File: src/rtl/elip_pkg.sv
// ELIP bus widths, request/response/load structs and default TDMA address map.

package elip_pkg;

    // ------------------------------
    // widths
    // ------------------------------
    typedef logic [15:0] elip_addr_t;   // bus address.
    typedef logic [15:0] elip_data_t;   // data word.
    typedef logic [5:0]  elip_ecc_t;    // sec-ded check bits.
    typedef logic [4:0]  tdma_idx_t;    // word index within one table.
    typedef logic [3:0]  tdma_chan_t;   // dsi channel number.

    localparam int TDMA_WORDS = 2 ** $bits(tdma_idx_t); // words per channel.

    // ------------------------------
    // structs
    // ------------------------------
    typedef struct packed {
        elip_data_t data;
        elip_ecc_t  ecc;
    } data_ecc_t;

    typedef struct packed {
        elip_addr_t addr;
    } elip_req_t;

    typedef struct packed {
        data_ecc_t word;
        logic      err;                 // set for unmapped reads.
    } elip_rsp_t;

    typedef struct packed {
        tdma_chan_t chan;
        tdma_idx_t  idx;
        elip_data_t data;
    } tdma_load_t;

    // ------------------------------
    // default address map
    // ------------------------------
    localparam int         DSI_CHANNELS_DEF = 2;
    localparam elip_addr_t TDMA_BASE_DEF    = 16'h0100;  // channel 0 base.
    localparam elip_addr_t TDMA_STRIDE_DEF  = 16'h0040;  // base to base distance.

endpackage

File: src/rtl/elip_demuxer.sv
// Address decode, table read routing, response mux/buffer and request/response credit loops.

module elip_demuxer #(
    parameter int                   DSI_CHANNELS = elip_pkg::DSI_CHANNELS_DEF,
    parameter elip_pkg::elip_addr_t TDMA_BASE    = elip_pkg::TDMA_BASE_DEF,
    parameter elip_pkg::elip_addr_t TDMA_STRIDE  = elip_pkg::TDMA_STRIDE_DEF,
    parameter int                   REQ_CREDITS  = 4,
    parameter int                   RSP_CREDITS  = 2
) (
    input  logic                  elip,
    input  logic                  rst,
    input  elip_pkg::elip_req_t   req,
    input  logic                  req_valid,
    output logic                  req_credit,
    output logic [DSI_CHANNELS-1:0] tdma_rd,
    output elip_pkg::tdma_idx_t   tdma_idx,
    input  elip_pkg::data_ecc_t   tdma_data [DSI_CHANNELS],
    output elip_pkg::elip_rsp_t   rsp,
    output logic                  rsp_valid,
    input  logic                  rsp_credit
);

    localparam int PTR_W = (REQ_CREDITS > 1) ? $clog2(REQ_CREDITS) : 1;
    localparam int CNT_W = $clog2(REQ_CREDITS + 1);
    localparam int CRD_W = $clog2(RSP_CREDITS + 1);

    // ------------------------------
    // address decode
    // ------------------------------
    logic [DSI_CHANNELS-1:0] hit;
    elip_pkg::tdma_idx_t     idx;
    logic [16:0]             base;  // one spare bit so base + size cannot wrap.

    always_comb begin
        hit  = '0;
        idx  = '0;
        base = '0;
        for (int c = 0; c < DSI_CHANNELS; c++) begin
            base = 17'(TDMA_BASE) + 17'(c * TDMA_STRIDE);
            if (req_valid && ({1'b0, req.addr} >= base) &&
                ({1'b0, req.addr} < base + 17'(elip_pkg::TDMA_WORDS))) begin
                hit[c] = 1'b1;
                idx    = elip_pkg::tdma_idx_t'(req.addr - base[15:0]);
            end
        end
    end

    // ------------------------------
    // two stage read pipeline
    // ------------------------------
    logic [DSI_CHANNELS-1:0] hit_q;  // stage 1 drives the table reads.
    logic [DSI_CHANNELS-1:0] sel_q;  // stage 2 selects the table data.
    elip_pkg::tdma_idx_t     idx_q;
    logic                    v1_q;
    logic                    v2_q;

    always_ff @(posedge elip) begin
        if (rst) begin
            hit_q <= '0;
            sel_q <= '0;
            v1_q  <= 1'b0;
            v2_q  <= 1'b0;
        end else begin
            hit_q <= hit;
            sel_q <= hit_q;
            v1_q  <= req_valid;
            v2_q  <= v1_q;
        end
    end

    always_ff @(posedge elip) begin
        idx_q <= idx;
    end

    assign tdma_rd  = hit_q;
    assign tdma_idx = idx_q;

    // ------------------------------
    // response mux
    // ------------------------------
    elip_pkg::elip_ecc_t fill_ecc;
    elip_pkg::data_ecc_t tbl_word;
    elip_pkg::elip_rsp_t rsp_d;

    elip_ecc_enc u_fill_ecc (
        .data ('0),
        .ecc  (fill_ecc)
    );

    always_comb begin
        tbl_word = '0;
        for (int c = 0; c < DSI_CHANNELS; c++) begin
            if (sel_q[c]) begin
                tbl_word = tbl_word | tdma_data[c];  // one-hot and-or mux.
            end
        end
        if (sel_q == '0) begin
            rsp_d = '{word: '{data: '0, ecc: fill_ecc}, err: 1'b1};  // unmapped.
        end else begin
            rsp_d = '{word: tbl_word, err: 1'b0};
        end
    end

    // ------------------------------
    // response buffer and credits
    // ------------------------------
    elip_pkg::elip_rsp_t rsp_buf [REQ_CREDITS];
    logic [PTR_W-1:0]    wr_ptr;
    logic [PTR_W-1:0]    rd_ptr;
    logic [CNT_W-1:0]    buf_cnt;
    logic [CRD_W-1:0]    rsp_cnt;
    logic                pop;

    assign pop        = (buf_cnt != '0) && (rsp_cnt != '0);
    assign rsp_valid  = pop;
    assign req_credit = pop;               // credit goes back with each departure.
    assign rsp        = rsp_buf[rd_ptr];

    always_ff @(posedge elip) begin
        if (v2_q) begin
            rsp_buf[wr_ptr] <= rsp_d;
        end
    end

    always_ff @(posedge elip) begin
        if (rst) begin
            wr_ptr  <= '0;
            rd_ptr  <= '0;
            buf_cnt <= '0;
            rsp_cnt <= CRD_W'(RSP_CREDITS);
        end else begin
            if (v2_q) begin
                wr_ptr <= (wr_ptr == PTR_W'(REQ_CREDITS - 1)) ? '0 : wr_ptr + 1'b1;
            end
            if (pop) begin
                rd_ptr <= (rd_ptr == PTR_W'(REQ_CREDITS - 1)) ? '0 : rd_ptr + 1'b1;
            end
            buf_cnt <= buf_cnt + CNT_W'(v2_q) - CNT_W'(pop);
            rsp_cnt <= rsp_cnt + CRD_W'(rsp_credit) - CRD_W'(pop);
        end
    end

    // ------------------------------
    // protocol checks
    // ------------------------------
    a_req_credit: assert property (@(posedge elip) disable iff (rst)
        req_valid |-> (int'(buf_cnt) + int'(v1_q) + int'(v2_q)) < REQ_CREDITS)
        else $error("request without a free credit");

    a_rsp_cnt_max: assert property (@(posedge elip) disable iff (rst)
        rsp_cnt <= CRD_W'(RSP_CREDITS))
        else $error("consumer returned too many credits");

endmodule

File: src/rtl/elip_ecc_enc.sv
// Combinational 16-to-6 SEC-DED check-bit generator.

module elip_ecc_enc (
    input  elip_pkg::elip_data_t data,
    output elip_pkg::elip_ecc_t  ecc
);

    // ------------------------------
    // hamming part
    // ------------------------------
    // data bit i sits at code position i+1, check bit k covers
    // every position with bit k set.
    logic [4:0] hamming;

    always_comb begin
        hamming = '0;
        for (int k = 0; k < 5; k++) begin
            for (int i = 0; i < 16; i++) begin
                if (((i + 1) & (1 << k)) != 0) begin
                    hamming[k] = hamming[k] ^ data[i];
                end
            end
        end
    end

    // ------------------------------
    // overall parity
    // ------------------------------
    logic parity;

    assign parity = (^data) ^ (^hamming);  // double error detection.

    assign ecc = {parity, hamming};

endmodule

File: src/rtl/elip_subsystem.sv
// Top level with the ELIP demuxer, per-channel TDMA tables and load routing.

module elip_subsystem #(
    parameter int                   DSI_CHANNELS = elip_pkg::DSI_CHANNELS_DEF,
    parameter elip_pkg::elip_addr_t TDMA_BASE    = elip_pkg::TDMA_BASE_DEF,
    parameter elip_pkg::elip_addr_t TDMA_STRIDE  = elip_pkg::TDMA_STRIDE_DEF,
    parameter int                   REQ_CREDITS  = 4,
    parameter int                   RSP_CREDITS  = 2
) (
    input  logic                  elip,
    input  logic                  rst,
    input  elip_pkg::elip_req_t   req,
    input  logic                  req_valid,
    output logic                  req_credit,
    output elip_pkg::elip_rsp_t   rsp,
    output logic                  rsp_valid,
    input  logic                  rsp_credit,
    input  elip_pkg::tdma_load_t  load,
    input  logic                  load_valid
);

    logic [DSI_CHANNELS-1:0] tdma_rd;
    elip_pkg::tdma_idx_t     tdma_idx;     // shared by all tables.
    elip_pkg::data_ecc_t     tdma_data [DSI_CHANNELS];

    elip_demuxer #(
        .DSI_CHANNELS (DSI_CHANNELS),
        .TDMA_BASE    (TDMA_BASE),
        .TDMA_STRIDE  (TDMA_STRIDE),
        .REQ_CREDITS  (REQ_CREDITS),
        .RSP_CREDITS  (RSP_CREDITS)
    ) u_demuxer (
        .elip       (elip),
        .rst        (rst),
        .req        (req),
        .req_valid  (req_valid),
        .req_credit (req_credit),
        .tdma_rd    (tdma_rd),
        .tdma_idx   (tdma_idx),
        .tdma_data  (tdma_data),
        .rsp        (rsp),
        .rsp_valid  (rsp_valid),
        .rsp_credit (rsp_credit)
    );

    // ------------------------------
    // channel tables
    // ------------------------------
    for (genvar c = 0; c < DSI_CHANNELS; c++) begin : g_tbl
        logic load_en;

        // out of range channel numbers match no table.
        assign load_en = load_valid && (load.chan == elip_pkg::tdma_chan_t'(c));

        elip_tdma_table u_table (
            .elip      (elip),
            .rst       (rst),
            .load_data (load.data),
            .load_idx  (load.idx),
            .load_en   (load_en),
            .rd        (tdma_rd[c]),
            .rd_idx    (tdma_idx),
            .rd_data   (tdma_data[c])
        );
    end

endmodule

File: src/rtl/elip_tdma_table.sv
// One channel's TDMA schedule table with ECC stored at load time and registered read.

module elip_tdma_table (
    input  logic                  elip,
    input  logic                  rst,
    input  elip_pkg::elip_data_t  load_data,
    input  elip_pkg::tdma_idx_t   load_idx,
    input  logic                  load_en,
    input  logic                  rd,
    input  elip_pkg::tdma_idx_t   rd_idx,
    output elip_pkg::data_ecc_t   rd_data
);

    elip_pkg::data_ecc_t mem [elip_pkg::TDMA_WORDS];
    elip_pkg::elip_ecc_t load_ecc;

    elip_ecc_enc u_ecc (
        .data (load_data),
        .ecc  (load_ecc)
    );

    // ------------------------------
    // storage
    // ------------------------------
    // the code is linear, so an all-zero word already carries valid check bits
    always_ff @(posedge elip) begin
        if (rst) begin
            for (int w = 0; w < elip_pkg::TDMA_WORDS; w++) begin
                mem[w] <= '0;
            end
        end else if (load_en) begin
            mem[load_idx] <= '{data: load_data, ecc: load_ecc};
        end
    end

    // ------------------------------
    // read port
    // ------------------------------
    always_ff @(posedge elip) begin
        if (rd) begin
            rd_data <= mem[rd_idx];  // one cycle latency.
        end
    end

    // the demuxer must keep its read strobes quiet until reset is released
    a_no_rd_in_rst: assert property (@(posedge elip) rst |-> !rd)
        else $error("table read during reset");

endmodule

File: config.mk
export PLATFORM = sky130hd
export DESIGN_NAME = elip_subsystem
export DESIGN_NICKNAME = d
export VERILOG_FILES = /design/src/rtl/elip_pkg.sv /design/src/rtl/elip_demuxer.sv /design/src/rtl/elip_ecc_enc.sv /design/src/rtl/elip_subsystem.sv /design/src/rtl/elip_tdma_table.sv
export SDC_FILE = /design/constraint.sdc
export NUM_CORES = 2
export LEC_CHECK = 0
export ABC_AREA = 1
export BUFFER_PORTS_ARGS = -buffer_cell sky130_fd_sc_hd__buf_4
export CAP_MARGIN = 0
export CELL_PAD_IN_SITES_DETAIL_PLACEMENT = 1
export CELL_PAD_IN_SITES_GLOBAL_PLACEMENT = 2
export CORE_MARGIN = 5
export CORE_UTILIZATION = 35
export DETAILED_ROUTE_END_ITERATION = 10
export MAX_ROUTING_LAYER = met4
export PLACE_DENSITY = 0.69
export RECOVER_POWER = 100
export SETUP_SLACK_MARGIN = 0.1
export SLEW_MARGIN = 40
export SYNTH_ARGS = -nofsm -noshare
export SYNTH_HDL_FRONTEND = slang
export SYNTH_SLANG_ARGS = --single-unit
File: constraint.sdc
create_clock -name elip -period 4.8 [get_ports elip]
set_input_delay 0.96 -clock elip [delete_from_list [all_inputs] [get_ports elip]]
set_output_delay 0.96 -clock elip [all_outputs]
set_load 0.01 [all_outputs]
Word level (Yosys, flattened, before mapping)
Memory sizes are Yosys's and may differ from the RTL's. A register that Yosys moved wholly into a read port is not among the register bits. Index checks and enable logic that the tools add are counted.

Memory bits (writable): 1500. Bits in registers: 20. Input bits: 46. Output and inout bits: 25. Memories: 3. Word-level logic and storage cells: 99.

Add/subtract/negate cells: 8. Muxes and demuxes: 27. Order comparisons: 4. Bitwise logic cells: 30. Equality and inequality tests: 3. Reductions and logical operators: 15.

Memory list: g_tbl[0].u_table.mem (words 32, width 22, read ports 1, clocked after Yosys merged registers in 1, wr ports 32, RTL line elip_tdma_table.sv:14) `elip_pkg::data_ecc_t mem [elip_pkg::TDMA_WORDS];`; g_tbl[1].u_table.mem (words 32, width 22, read ports 1, clocked after Yosys merged registers in 1, wr ports 32, RTL line elip_tdma_table.sv:14); u_demuxer.rsp_buf (words 4, width 23, read ports 1, clocked after Yosys merged registers in 1, wr ports 1, RTL line elip_demuxer.sv:107) `elip_pkg::elip_rsp_t rsp_buf [REQ_CREDITS];`.

Operator list (number): $mux W22 (4); $reduce_or A22 Y1 (2); $ge A16 B9 Y1 const B (2); $lt A16 B9 Y1 const B (2); $xor A1 B1 Y1 (29); $mux W23 (1); $or A22 B22 Y22 (1); $mux W5 (4); $reduce_xor A16 Y1 (1); $mux W1 (14); $sub A5 B1 Y5 const B (2); $mux W2 (4); $logic_and A1 B1 Y1 (7); $reduce_xor A5 Y1 (1); $add A2 B1 Y2 const B (2); $eq A2 B2 Y1 const B (2); $eq A4 B1 Y1 const B (1); $logic_not A4 Y1 (1); $add A3 B1 Y3 (1); $reduce_bool A3 Y1 (1); $sub A3 B1 Y3 (1); $add A2 B1 Y2 (1); $logic_not A2 Y1 (1); $reduce_bool A2 Y1 (1); $sub A2 B1 Y2 (1).

Logic depth before layout (Yosys ltp)
Depth after elaboration: 10. Gate-level depth with buffers: 18. Depth with buffers taken out: 16.

By module
A second synthesis with hierarchy kept.

Cell total of the unflattened synthesis: 7780. Area total of the unflattened synthesis: 73220.2 µm².

Modules (own cells, without submodules): elip_tdma_table (sequential area each 21800.9 µm², instances 2, area an instance 32847.8 µm², cells an instance 3339); elip_demuxer (sequential area each 3203.1 µm², instances 1, area an instance 4634.4 µm², cells an instance 389); elip_ecc_enc (sequential area each 0.0 µm², instances 3, area an instance 953.4 µm², cells an instance 235); elip_subsystem (sequential area each 0.0 µm², instances 1, area an instance 30.0 µm², cells an instance 8).

Worst setup path after synthesis
No wires, ideal clock.

Kind: in2reg. From: input rst. To: memory g_tbl[1].u_table.mem[12][0] (netlist bit), enable pin. Slack: 1820 ps. Arrival: 2602 ps. Buffers on the path: 3. Stages: 8. Cell sequence: clkbuf_1 inv_2 nand2_1 nor3b_2 buf_4 nand2_1 clkbuf_1 nand2_1.

RTL lines: start: declaration (RTL line elip_subsystem.sv:11) `input logic rst,`; end: declaration (RTL line elip_tdma_table.sv:14).

==> results_dict.tcl <==
set metrics [dict create \
    finalSetupViolCount 0 \
    drt_iter0_markers 4141 \
    max_cap_viol_count 22 \
    crit_path_max_incr_delay_ps 1150 \
    synthMuxAreaShare_pct 0 \
    violations "max-capacitance violations, max-slew violations" \
    cts-root-buf "clkbuf_16" \
    tritoncts "built" \
    ant_nets 0 \
    placeableCoreArea_um2 186000 \
    gr-total-overflow 0 \
    first_pass_iters 8 \
    clockPowerShare_pct 41.4 \
    worstPathCellList "inv_8 > buf_12 > clkbuf_1 > o21ai_0 > o22ai_1 > nor2_1 > nor2_1 > o21ai_0 > a21oi_1" \
    port_buffers 70 \
    start_util_pct 35.3 \
    fillers 20141 \
    final_nets 6028 \
    crit_fanout 78 \
    period_needed_ps 4120 \
    pwr_density_cell_nw_per_um2 400 \
    rsz0062_at_grt "false" \
    hpwlAfterDp_mm 142 \
    yosys.area_share.simple_pct 15.8 \
    hold_violations 0 \
    syn_inst 6082 \
    cp_slowest_cell "dfxtp_2" \
    status "finished, violations left" \
    std_cell_rows 158 \
    path_buf_inv 3 \
    final_util_pct 39.6 \
    numCtsBuffers 164 \
    p_total_mw 29.4 \
    yosys.area_share.xor_xnor_pct 0.156 \
    period_share_pct 85.8 \
    post_cts_buffers 0 \
    ctsResizeCount 0 \
    fmax_ghz 0.243 \
    start_kind "flip-flop" \
    via_per_inst 5.60 \
    ys_types 39 \
    synth_edf_count 1474 \
    grt_pass1_vias 48787 \
    clk_pin_slew_ps 60 \
    cp_top_family "flip-flops" \
    die_w_um 443 \
    grt.total_usage_pct 24.2 \
    syn-cell-area_um2 65600 \
    clock_latency_ps 820 \
    p_comb_share_pct 7.3 \
    peakVddDrop_mv 0.479 \
    stdcell_count 8583 \
    htree_levels 4 \
    dp_cells 8286 \
    area_growth_syn_to_layout_pct 12.1 \
    worst_clock_skew_ps 26.6 \
    required_ps 5290 \
    die_area_um2 196000 \
    hp-class "input pin to flip-flop" \
    clock-sinks 1496 \
    place.gp.congestion 0.842 \
    async_flop_share_pct 0 \
    slew_violations 486 \
    num_vias 48042 \
    path_class "flip-flop to flip-flop" \
    wl_mm 236 \
    syn_nets 6138 \
    final_cell_area_um2 73500 \
    avgSynthCellArea_um2 10.8 \
    io_pins 71 \
    ys_seq_area_share_pct 68.2 \
    cts_hold_buf 0 \
    final_layout_size_suffix_gt1_share_pct 7.87 \
    antenna_found_initial 5 \
    cp.arrival_ps 4610 \
    yosys_warnings 0 \
    grt_pass1_wl_mm 344 \
    synth_top_family_by_area "simple AND/OR/NAND/NOR gates" \
    drc 0 \
    placed_area_um2 69100 \
    ys_seq_elements 1496 \
    max_slew_margin_pct -16.3 \
    wl_per_cell_um 27.5 \
    finalSetupTns_ps 0 \
    cts_max_path_buffers 3 \
    timing_worst_slew_pin_value_ps 1750 \
    p_switching_mw 7.18 \
    p_seq_share_pct 51.3 \
    power.leakage_nw 25.7 \
    synth-compound-area-share_pct 11.4 \
    die_y_um 443 \
    p_int_mw 22.2 \
    swShare_pct 24.4 \
    grt_max_degree 100 \
    synthFlopType "edfxtp_1" \
    worst_setup_path_end_kind "flip-flop" \
    synth_fa_ha_area_share_pct 0.202 \
]
-- cell usage after synthesis, types with 2 or more instances --
| library cell | number | share of area (%) |
|---|---|---|
| inv_2 | 14 | 0.080 |
| dfxtp_1 | 22 | 0.67 |
| o21a_1 | 4 | 0.046 |
| a31oi_1 | 38 | 0.36 |
| nor2_1 | 2145 | 12 |
| buf_2 | 132 | 1.0 |
| o21ai_0 | 760 | 5.8 |
| ha_1 | 9 | 0.17 |
| nor3_1 | 3 | 0.023 |
| nand3_1 | 127 | 0.97 |
| buf_6 | 6 | 0.10 |
| nor4_1 | 2 | 0.019 |
| o22ai_1 | 86 | 0.82 |
| nor2_2 | 61 | 0.58 |
| clkbuf_1 | 405 | 2.3 |
| a21oi_1 | 41 | 0.31 |
| xor2_1 | 5 | 0.067 |
| xnor2_1 | 3 | 0.040 |
| o21ai_1 | 10 | 0.076 |
| nand2_1 | 316 | 1.8 |
| inv_1 | 56 | 0.32 |
| buf_1 | 26 | 0.15 |
| xor2_2 | 2 | 0.050 |
| o221ai_1 | 272 | 3.6 |
| nand2_2 | 5 | 0.048 |
| edfxtp_1 | 1474 | 68 |
| a22o_1 | 21 | 0.28 |
| buf_4 | 26 | 0.30 |
-- layer usage --
metal  GRT usage (%)  part of all wire, %  vias up  wire (um)
met4            7.32                  3.1        0       7240
li1                -                    -    21132          -
met1            31.2                   43    25170     102000
met3            3.06                  5.1      323      12000
met5               -                    0        -          0
met2            40.1                   49     1417     115000
-- cells by family (layout without fill, tap and decap cells) --
group | after synthesis | after routing
flops | 1496 | 1496
buf+inv | 667 | 687
xor+xnor | 10 | 10
simple gates | 2665 | 2665
compound gates | 1234 | 1234
other cells | 0 | 1
fa+ha+maj | 10 | 10
-- state kept, by name, summed over array words and instances (netlist names), named ones only --
name	cells
g_tbl.u_table.mem	1344
g_tbl.u_table.rd_data	42
u_demuxer.buf_cnt	3
u_demuxer.rd_ptr	2
u_demuxer.rsp_buf	88
u_demuxer.rsp_cnt	2
u_demuxer.sel_q	2
u_demuxer.tdma_idx	5
u_demuxer.tdma_rd	2
u_demuxer.v1_q	1
u_demuxer.v2_q	1
u_demuxer.wr_ptr	2
-- through the flow --
step	hold WS [ps]	worst slack, ps
2_1_floorplan	388	1820
3_3_place_gp	401	949
3_5_place_dp	399	992
4_1_cts	253	1210
5_1_grt	284	581
6_report	322	683
-- final timing paths --
check / from / to / slack, ps / depth (start not counted)
hold reg to reg: u_demuxer.v1_q / u_demuxer.v2_q / 410 / 2
hold / removal: req[6] / u_demuxer.tdma_rd[0] / 320 / 2
setup / recovery: u_demuxer.tdma_idx[0] / g_tbl[0].u_table.rd_data[20] / 680 / 9
setup reg to reg: u_demuxer.tdma_idx[0] / g_tbl[0].u_table.rd_data[20] / 680 / 9
-- area by class of cell --
type | instances | area (um^2) | share of cell area [%]
Inverter | 71 | 314 | 0.427
Sequential cell | 1496 | 44700 | 60.8
Tap cell | 2480 | 3100 | 4.22
Timing Repair Buffer | 320 | 2360 | 3.21
Multi-Input combinational cell | 3919 | 18000 | 24.4
Clock buffer | 214 | 4330 | 5.90
Clock inverter | 82 | 722 | 0.982
Antenna cell | 1 | 2.50 | 0.00340
-- power groups by stage --
stage	Sequential (mW)	Clock, mW	Combinational [mW]
after floorplan	15.3	0	1.29
after global placement	15.4	0	2.29
after detailed placement	15.4	0	2.33
after CTS	15.1	12.4	2.34
after global routing	15.2	13.0	2.34
final	15.1	12.2	2.14
-- layout by cell type, fill, tap and decap left out, types with 4 or more instances in the layout --
master	n
buf_12	27
clkbuf_1	154
a22o_1	21
dfxtp_1	17
ha_1	9
a21oi_1	41
a31oi_1	38
xor2_1	6
clkinv_1	39
buf_4	177
inv_16	5
clkinv_8	4
nor2_2	20
o21ai_0	766
o22ai_1	86
nor2_1	2186
o221ai_1	272
nand2_1	316
clkinv_2	38
o21a_1	4
inv_1	48
edfxtp_1	1474
bufinv_16	8
o21ai_1	4
clkbuf_16	166
nand3_1	127
nor3_1	4
buf_6	6
No activity file was read; power rests on OpenSTA's default activity.
